===== src/isa_pkg.sv =====
package isa_pkg;

    localparam int REG_IDX_W = 3;   // eight architectural registers per file
    localparam int IMM_W     = 32;

    // scalar ops first, then the MMX group
    typedef enum logic [3:0] {
        OP_MOVI  = 4'd0,
        OP_MOV   = 4'd1,
        OP_ADD   = 4'd2,
        OP_SUB   = 4'd3,
        OP_AND   = 4'd4,
        OP_XOR   = 4'd5,
        OP_MOVD  = 4'd6,    // gpr to mmx with zero extension
        OP_MOVQ  = 4'd7,
        OP_PADDB = 4'd8,
        OP_PADDW = 4'd9,
        OP_PXOR  = 4'd10
    } opcode_e;

    typedef enum logic [1:0] {
        SZ_8  = 2'd0,
        SZ_16 = 2'd1,
        SZ_32 = 2'd2
    } size_e;

endpackage


===== src/regs_pkg.sv =====
package regs_pkg;

    localparam int GPR_W    = 32;
    localparam int MMX_W    = 64;
    localparam int NUM_REGS = 8;

    // which bits of a general register a write touches
    typedef enum logic [1:0] {
        PART_L8 = 2'd0,     // bits 7:0
        PART_H8 = 2'd1,     // bits 15:8
        PART_16 = 2'd2,     // bits 15:0
        PART_32 = 2'd3      // bits 31:0
    } part_e;

endpackage


===== src/alu_execute.sv =====
`timescale 1ns/10ps

module alu_execute (
    input  logic                            d_valid,
    input  isa_pkg::opcode_e                d_op,
    input  regs_pkg::part_e                 d_part,
    input  logic [isa_pkg::REG_IDX_W-1:0]   d_dst,
    input  logic [isa_pkg::REG_IDX_W-1:0]   d_src,
    input  logic [isa_pkg::IMM_W-1:0]       d_imm,
    input  logic [regs_pkg::GPR_W-1:0]      gpr_rdata_a,
    input  logic [regs_pkg::GPR_W-1:0]      gpr_rdata_b,
    input  logic [regs_pkg::MMX_W-1:0]      mmx_rdata_a,
    input  logic [regs_pkg::MMX_W-1:0]      mmx_rdata_b,
    output logic [isa_pkg::REG_IDX_W-1:0]   gpr_raddr_a,
    output logic [isa_pkg::REG_IDX_W-1:0]   gpr_raddr_b,
    output logic [isa_pkg::REG_IDX_W-1:0]   mmx_raddr_a,
    output logic [isa_pkg::REG_IDX_W-1:0]   mmx_raddr_b,
    output logic                            x_valid,
    output logic                            x_to_mmx,
    output regs_pkg::part_e                 x_part,
    output logic [isa_pkg::REG_IDX_W-1:0]   x_dst,
    output logic [regs_pkg::MMX_W-1:0]      x_value,
    output logic [regs_pkg::MMX_W-1:0]      x_merged
);

    localparam int PAD_W = regs_pkg::MMX_W - regs_pkg::GPR_W;

    logic [regs_pkg::GPR_W-1:0] dst_val, src_val, mask, res, merged;
    logic [regs_pkg::GPR_W-1:0] src_byte;
    logic [regs_pkg::MMX_W-1:0] mmx_res;

    // port a follows the destination, port b the source
    assign gpr_raddr_a = d_dst;
    assign gpr_raddr_b = d_src;
    assign mmx_raddr_a = d_dst;
    assign mmx_raddr_b = d_src;

    assign x_to_mmx = d_op inside {isa_pkg::OP_MOVD, isa_pkg::OP_MOVQ, isa_pkg::OP_PADDB,
                                   isa_pkg::OP_PADDW, isa_pkg::OP_PXOR};

    assign src_byte = d_imm[0] ? {24'b0, gpr_rdata_b[15:8]} : {24'b0, gpr_rdata_b[7:0]};

    always_comb begin
        case (d_part)
            regs_pkg::PART_L8: begin
                dst_val = {24'b0, gpr_rdata_a[7:0]};
                src_val = src_byte;
                mask    = 32'h0000_00ff;
            end
            regs_pkg::PART_H8: begin
                dst_val = {24'b0, gpr_rdata_a[15:8]};   // shifted down to bit 0
                src_val = src_byte;
                mask    = 32'h0000_00ff;
            end
            regs_pkg::PART_16: begin
                dst_val = {16'b0, gpr_rdata_a[15:0]};
                src_val = {16'b0, gpr_rdata_b[15:0]};
                mask    = 32'h0000_ffff;
            end
            default: begin
                dst_val = gpr_rdata_a;
                src_val = gpr_rdata_b;
                mask    = 32'hffff_ffff;
            end
        endcase

        case (d_op)
            isa_pkg::OP_MOVI: res = d_imm;
            isa_pkg::OP_ADD:  res = dst_val + src_val;
            isa_pkg::OP_SUB:  res = dst_val - src_val;
            isa_pkg::OP_AND:  res = dst_val & src_val;
            isa_pkg::OP_XOR:  res = dst_val ^ src_val;
            default:          res = src_val;
        endcase
        res = res & mask;   // wrap inside the part

        case (d_part)
            regs_pkg::PART_L8: merged = {gpr_rdata_a[31:8], res[7:0]};
            regs_pkg::PART_H8: merged = {gpr_rdata_a[31:16], res[7:0], gpr_rdata_a[7:0]};
            regs_pkg::PART_16: merged = {gpr_rdata_a[31:16], res[15:0]};
            default:           merged = res;
        endcase
    end

    always_comb begin
        mmx_res = mmx_rdata_b;
        case (d_op)
            isa_pkg::OP_MOVD: mmx_res = {{PAD_W{1'b0}}, gpr_rdata_b};
            isa_pkg::OP_PADDB: begin
                for (int i = 0; i < 8; i++) begin
                    mmx_res[i*8 +: 8] = mmx_rdata_a[i*8 +: 8] + mmx_rdata_b[i*8 +: 8];
                end
            end
            isa_pkg::OP_PADDW: begin
                for (int i = 0; i < 4; i++) begin
                    mmx_res[i*16 +: 16] = mmx_rdata_a[i*16 +: 16] + mmx_rdata_b[i*16 +: 16];
                end
            end
            isa_pkg::OP_PXOR: mmx_res = mmx_rdata_a ^ mmx_rdata_b;
            default:          mmx_res = mmx_rdata_b;    // MOVQ
        endcase
    end

    assign x_valid  = d_valid;
    assign x_part   = d_part;
    assign x_dst    = d_dst;
    assign x_value  = x_to_mmx ? mmx_res : {{PAD_W{1'b0}}, res};
    assign x_merged = x_to_mmx ? mmx_res : {{PAD_W{1'b0}}, merged};

endmodule


===== src/exec_core.sv =====
`timescale 1ns/10ps

module exec_core (
    input  logic                            clk,
    input  logic                            reset,
    input  logic                            insn_valid,
    input  isa_pkg::opcode_e                opcode,
    input  isa_pkg::size_e                  size,
    input  logic [isa_pkg::REG_IDX_W-1:0]   dst,
    input  logic [isa_pkg::REG_IDX_W-1:0]   src,
    input  logic [isa_pkg::IMM_W-1:0]       imm,
    output logic                            result_valid,
    output logic [regs_pkg::MMX_W-1:0]      result
);

    // decode -> execute
    logic                           d_valid;
    isa_pkg::opcode_e               d_op;
    regs_pkg::part_e                d_part;
    logic [isa_pkg::REG_IDX_W-1:0]  d_dst, d_src;
    logic [isa_pkg::IMM_W-1:0]      d_imm;

    // register file read side
    logic [isa_pkg::REG_IDX_W-1:0]  gpr_raddr_a, gpr_raddr_b, mmx_raddr_a, mmx_raddr_b;
    logic [regs_pkg::GPR_W-1:0]     gpr_rdata_a, gpr_rdata_b;
    logic [regs_pkg::MMX_W-1:0]     mmx_rdata_a, mmx_rdata_b;

    // execute -> writeback
    logic                           x_valid, x_to_mmx;
    regs_pkg::part_e                x_part;
    logic [isa_pkg::REG_IDX_W-1:0]  x_dst;
    logic [regs_pkg::MMX_W-1:0]     x_value, x_merged;

    // write port
    logic                           gpr_we, mmx_we;
    regs_pkg::part_e                wr_part;
    logic [isa_pkg::REG_IDX_W-1:0]  waddr;
    logic [regs_pkg::MMX_W-1:0]     wdata;

    insn_decode u_decode (.*);

    alu_execute u_execute (.*);

    reg_file u_regs (.*);

    writeback u_writeback (.*);

endmodule


===== src/insn_decode.sv =====
`timescale 1ns/10ps

module insn_decode (
    input  logic                            clk,
    input  logic                            reset,
    input  logic                            insn_valid,
    input  isa_pkg::opcode_e                opcode,
    input  isa_pkg::size_e                  size,
    input  logic [isa_pkg::REG_IDX_W-1:0]   dst,
    input  logic [isa_pkg::REG_IDX_W-1:0]   src,
    input  logic [isa_pkg::IMM_W-1:0]       imm,
    output logic                            d_valid,
    output isa_pkg::opcode_e                d_op,
    output regs_pkg::part_e                 d_part,
    output logic [isa_pkg::REG_IDX_W-1:0]   d_dst,
    output logic [isa_pkg::REG_IDX_W-1:0]   d_src,
    output logic [isa_pkg::IMM_W-1:0]       d_imm
);

    logic                           is_mmx_op;
    regs_pkg::part_e                part_n;
    logic [isa_pkg::REG_IDX_W-1:0]  dst_n;
    logic [isa_pkg::REG_IDX_W-1:0]  src_n;
    logic [isa_pkg::IMM_W-1:0]      imm_n;

    assign is_mmx_op = opcode inside {isa_pkg::OP_MOVD, isa_pkg::OP_MOVQ, isa_pkg::OP_PADDB,
                                      isa_pkg::OP_PADDW, isa_pkg::OP_PXOR};

    always_comb begin
        part_n = regs_pkg::PART_32;     // MOVD reads the whole gpr
        dst_n  = dst;
        src_n  = src;
        imm_n  = imm;
        if (!is_mmx_op) begin
            case (size)
                isa_pkg::SZ_8: begin
                    // AH/CH/DH/BH live in bits 15:8 of registers 0..3
                    part_n = dst[2] ? regs_pkg::PART_H8 : regs_pkg::PART_L8;
                    dst_n  = {1'b0, dst[1:0]};
                    if (opcode != isa_pkg::OP_MOVI) begin
                        src_n    = {1'b0, src[1:0]};
                        imm_n    = '0;
                        imm_n[0] = src[2];  // unused imm carries the source byte select
                    end
                end
                isa_pkg::SZ_16: part_n = regs_pkg::PART_16;
                default:        part_n = regs_pkg::PART_32;
            endcase
        end
    end

    always_ff @(posedge clk) begin
        if (reset) begin
            d_valid <= 1'b0;
        end else begin
            d_valid <= insn_valid;
        end
        if (insn_valid) begin
            d_op   <= opcode;
            d_part <= part_n;
            d_dst  <= dst_n;
            d_src  <= src_n;
            d_imm  <= imm_n;
        end
    end

endmodule


===== src/reg_file.sv =====
`timescale 1ns/10ps

module reg_file (
    input  logic                            clk,
    input  logic                            reset,
    input  logic                            gpr_we,
    input  logic                            mmx_we,
    input  regs_pkg::part_e                 wr_part,
    input  logic [isa_pkg::REG_IDX_W-1:0]   waddr,
    input  logic [regs_pkg::MMX_W-1:0]      wdata,
    input  logic [isa_pkg::REG_IDX_W-1:0]   gpr_raddr_a,
    input  logic [isa_pkg::REG_IDX_W-1:0]   gpr_raddr_b,
    input  logic [isa_pkg::REG_IDX_W-1:0]   mmx_raddr_a,
    input  logic [isa_pkg::REG_IDX_W-1:0]   mmx_raddr_b,
    output logic [regs_pkg::GPR_W-1:0]      gpr_rdata_a,
    output logic [regs_pkg::GPR_W-1:0]      gpr_rdata_b,
    output logic [regs_pkg::MMX_W-1:0]      mmx_rdata_a,
    output logic [regs_pkg::MMX_W-1:0]      mmx_rdata_b
);

    localparam int GPR_BYTES = regs_pkg::GPR_W / 8;

    logic [regs_pkg::GPR_W-1:0] gpr [regs_pkg::NUM_REGS];
    logic [regs_pkg::MMX_W-1:0] mmx [regs_pkg::NUM_REGS];
    logic [GPR_BYTES-1:0]       byte_en;

    // byte lanes touched by a sized write
    always_comb begin
        case (wr_part)
            regs_pkg::PART_L8: byte_en = 4'b0001;
            regs_pkg::PART_H8: byte_en = 4'b0010;
            regs_pkg::PART_16: byte_en = 4'b0011;
            default:           byte_en = 4'b1111;
        endcase
    end

    always_ff @(posedge clk) begin
        if (reset) begin
            for (int i = 0; i < regs_pkg::NUM_REGS; i++) begin
                gpr[i] <= '0;
                mmx[i] <= '0;
            end
        end else begin
            if (gpr_we) begin
                for (int b = 0; b < GPR_BYTES; b++) begin
                    if (byte_en[b]) begin
                        gpr[waddr][b*8 +: 8] <= wdata[b*8 +: 8];  // other lanes hold
                    end
                end
            end
            if (mmx_we) begin
                mmx[waddr] <= wdata;
            end
        end
    end

    // read ports see the array directly, a write lands on the edge before the next read
    assign gpr_rdata_a = gpr[gpr_raddr_a];
    assign gpr_rdata_b = gpr[gpr_raddr_b];
    assign mmx_rdata_a = mmx[mmx_raddr_a];
    assign mmx_rdata_b = mmx[mmx_raddr_b];

endmodule


===== src/writeback.sv =====
`timescale 1ns/10ps

module writeback (
    input  logic                            clk,
    input  logic                            reset,
    input  logic                            x_valid,
    input  logic                            x_to_mmx,
    input  regs_pkg::part_e                 x_part,
    input  logic [isa_pkg::REG_IDX_W-1:0]   x_dst,
    input  logic [regs_pkg::MMX_W-1:0]      x_value,
    input  logic [regs_pkg::MMX_W-1:0]      x_merged,
    output logic                            gpr_we,
    output logic                            mmx_we,
    output regs_pkg::part_e                 wr_part,
    output logic [isa_pkg::REG_IDX_W-1:0]   waddr,
    output logic [regs_pkg::MMX_W-1:0]      wdata,
    output logic                            result_valid,
    output logic [regs_pkg::MMX_W-1:0]      result
);

    // write port is driven straight from execute, the array captures it on the next edge
    assign gpr_we  = x_valid && !x_to_mmx;
    assign mmx_we  = x_valid && x_to_mmx;
    assign wr_part = x_part;
    assign waddr   = x_dst;

    always_comb begin
        wdata = x_value;
        if (!x_to_mmx && x_part == regs_pkg::PART_H8) begin
            wdata = x_value << 8;   // high byte sits in bits 15:8
        end
    end

    always_ff @(posedge clk) begin
        if (reset) begin
            result_valid <= 1'b0;
        end else begin
            result_valid <= x_valid;
        end
        if (x_valid) begin
            result <= x_merged;     // same value the register holds after this edge
        end
    end

endmodule

===== config.mk =====
export PLATFORM = sky130hd
export DESIGN_NAME = exec_core
export DESIGN_NICKNAME = d
export VERILOG_FILES = /design/src/isa_pkg.sv /design/src/regs_pkg.sv /design/src/alu_execute.sv /design/src/exec_core.sv /design/src/insn_decode.sv /design/src/reg_file.sv /design/src/writeback.sv
export SDC_FILE = /design/constraint.sdc
export NUM_CORES = 2
export LEC_CHECK = 0
export ABC_AREA = 0
export BUFFER_PORTS_ARGS = -buffer_cell sky130_fd_sc_hd__buf_2
export CORE_ASPECT_RATIO = 1.4
export CORE_MARGIN = 1.5
export CORE_UTILIZATION = 40
export CTS_BUF_LIST = sky130_fd_sc_hd__clkbuf_4 sky130_fd_sc_hd__clkbuf_8
export CTS_CLUSTER_DIAMETER = 40
export CTS_CLUSTER_SIZE = 28
export DETAILED_ROUTE_END_ITERATION = 10
export PLACE_DENSITY_LB_ADDON = 0.15
export RECOVER_POWER = 25
export SKIP_CTS_REPAIR_TIMING = 1
export SYNTH_ARGS = -nofsm -noshare
export SYNTH_HDL_FRONTEND = slang
export SYNTH_SLANG_ARGS = --single-unit

===== constraint.sdc =====
create_clock -name clk -period 18.55 [get_ports clk]
set_input_delay 3.71 -clock clk [delete_from_list [all_inputs] [get_ports clk]]
set_output_delay 3.71 -clock clk [all_outputs]
set_load 0.1 [all_outputs]

==> flow_metrics.py <==
metrics = {
    "sta": {
        "hold_viol": 0,
        "setup_violations": 0,
        "timing.fmax_ghz": 0.08893,
        "relSlewSlack_pct": -138.2,
        "worstMarginPinSlew_ns": 3.565,
        "rsz0062_at_grt": "no",
        "finalClockSkew_ns": 0.06426,
        "setup_tns_ns": 0,
        "timing.final.crit_share_pct": 60.62,
        "finalMaxSlewViolations": 511,
        "hold_ws_ns": 0.4898,
        "fin_crit_ns": 11.24,
    },
    "synth": {
        "synth_area_per_cell_um2": 12.19,
        "synthesis.nets": 4429,
        "ys_ff_latch": 884,
        "syn_area_um2": 51800,
        "ys.flop_type": "edfxtp_1",
        "synth_enable_flop_cells": 876,
        "synthDistinctLibCells": 94,
        "synth_common_cells": "nor2_1, edfxtp_1, mux4_2, nand2_1, clkbuf_1",
        "synth_most_common_cell": "nor2_1",
        "ys_seq_area_share_pct": 51.09,
        "synth_top_area_cell": "edfxtp_1",
        "synth_top_area_share_pct": 50.78,
        "async_reset_ff_share_pct": 0,
        "ys_warn_count": 0,
        "synth_cells": 4248,
        "synth.area.top_cells": "edfxtp_1, mux4_2, nor2_1",
    },
    "clocking": {
        "cts_buffers": 130,
        "clkSinkCount": 884,
        "path_clk_slew_ns": 0.08,
        "htreeDepth": 4,
        "cts_buffer_depth": 3,
        "clock_latency_ns": 0.91,
        "clock_tree.root_cell": "clkbuf_8",
        "cts_tree": "built",
    },
    "placement": {
        "place_area_um2": 54180,
        "place_inst": 5807,
        "place_hpwl_um": 113800,
        "io_buffers": 111,
        "finalWeightedCongestion": 0.9488,
    },
    "floorplan": {
        "die_h_um": 428.8,
        "rows": 156,
        "coreArea_um2": 128800,
        "die_area_um2": 131700,
        "start_util_pct": 40.21,
        "die_w_um": 307.1,
        "pin_count": 112,
    },
    "cells_and_area": {
        "final_util_pct": 44.17,
        "nFillCells": 11985,
        "fin_nets": 4461,
        "multi_input_area_um2": 23980,
        "drive_gt1_share_pct": 19.92,
        "syn_to_final_growth_pct": 9.841,
        "design_area_um2": 56900,
        "seqCellArea_um2": 26480,
        "final_cell_count_no_fill": 6052,
    },
    "grt": {
        "grt_max_degree": 96,
        "track_usage_pct": 26.73,
        "grt_pass1_vias": 37754,
        "grt_overflow_total": 0,
        "use_met3_pct": 4.655,
        "globalRouteMet2Util_pct": 45.11,
        "grt_pass1_wl_um": 255900,
        "met1_usage_pct": 32.60,
        "grt_busiest_layer": "met2",
        "grt_antenna_before_repair": 4,
    },
    "pwr": {
        "ir_drop_uv": 55.96,
        "p_per_area_nw_per_um2": 98.66,
        "p_leak_uw": 0.02074,
    },
    "status": {
        "status": "finished, violations left",
        "failed_checks": "capacitance limit, slew limit",
    },
    "worst_setup_path": {
        "arrival_ns": 11.74,
        "crit_fanout": 36,
        "critical_path_required_ns": 19.04,
        "cp-end-kind": "register",
        "start_kind": "register",
        "crit_type": "reg2reg",
    },
    "routing": {
        "drtPass1Iterations": 7,
        "drt_iter0_drc": 3389,
        "vias_per_cell": 6.114,
        "via_count": 37000,
        "final_antenna_net_count": 0,
        "drc": 0,
        "finalWirelength_um": 176700,
        "avgRoutedWirePerCell_um": 29.20,
    },
    "min_path": {
        "holdCritPathClass": "reg2reg",
    },
    "flow_run": {
        "cap_viol_max_count": 14,
    },
}
## worst max-delay path, cell delays in order (launching register included)
cell and delay (ns):
dfxtp_1 1.43, clkbuf_1 2.56, clkbuf_1 1.65, buf_4 0.75, mux4_2 0.58, mux2_2 0.31
ha_1 0.32, a21o_1 0.17, a21o_1 0.21, a2111oi_0 0.41, nor3_1 0.16, a41o_1 0.35
o41ai_1 0.63, o21ai_0 0.20, xnor2_1 0.17, a22oi_1 0.70, nor2_1 0.08
## layout by cell type (no fill, tap or decap), types with 50 or more instances in the layout
master,count
a21oi_1,167
inv_1,56
buf_4,85
mux2i_1,87
o21ai_0,151
nor2_1,885
a21o_1,81
mux4_2,369
nand2_1,356
clkbuf_8,134
xnor2_1,50
edfxtp_1,876
clkbuf_1,93
mux2_2,78
ha_1,125
## through the flow
stage	setup slack [ns]	power [µW]
6_report	7.306	5613
2_1_floorplan	11.96	3377
5_1_grt	6.229	5828
3_3_place_gp	10.90	3843
3_5_place_dp	10.81	3850
4_1_cts	11.04	5641
## sequential cells by signal, indices dropped and copies added (netlist names), named ones only
register,count
u_writeback.result_valid,1
u_regs.gpr,256
u_regs.mmx,512
u_writeback.result,64
u_decode.d_op,4
u_decode.d_dst,3
u_decode.d_src,3
u_decode.d_part,2
u_decode.d_valid,1
u_decode.d_imm,32
## metal layers
| metal | vias to the layer above | share of wire, % |
|---|---|---|
| met2 | 1532 | 49 |
| met5 | - | 0 |
| li1 | 16137 | - |
| met3 | 382 | 6.5 |
| met1 | 18949 | 39 |
| met4 | 0 | 5.4 |
## logic make-up after synthesis
logic type,count (synthesis),synth area share [%]
simple gates,1551,12.67
flops,884,51.09
compound gates,671,8.534
mux,543,19.77
buf+inv,376,3.065
fa+ha+maj,134,3.367
xor+xnor,89,1.505
## final cells by class
cell class              instances  share of cell area, %
flip-flops and latches        884                  46.55
multi-input cells            2988                  42.15
well taps                    1659                  3.648
clock buffers                 141                  3.334
repair buffers                219                  2.148
clock inverters                98                  1.766
inverters                      57                 0.3804
diodes                          6                0.02639
## path summary, 6_finish.rpt
kind,startpoint,to,slack (ns),depth (start not counted)
setup reg to reg,register,u_regs.mmx[7][47],7.31,16
hold / removal,u_decode.d_src[1],register,0.49,1
hold reg to reg,u_decode.d_src[1],register,0.49,1
setup / recovery,register,u_regs.mmx[7][47],7.31,16
## where the power goes
part	internal [µW]	switching [µW]	leakage [µW]	total, µW
Combinational	497	973	0.0102	1470
Sequential	2290	64.2	0.00905	2350
Clock	869	922	0.00146	1790
(Power assumes the default switching activity.)
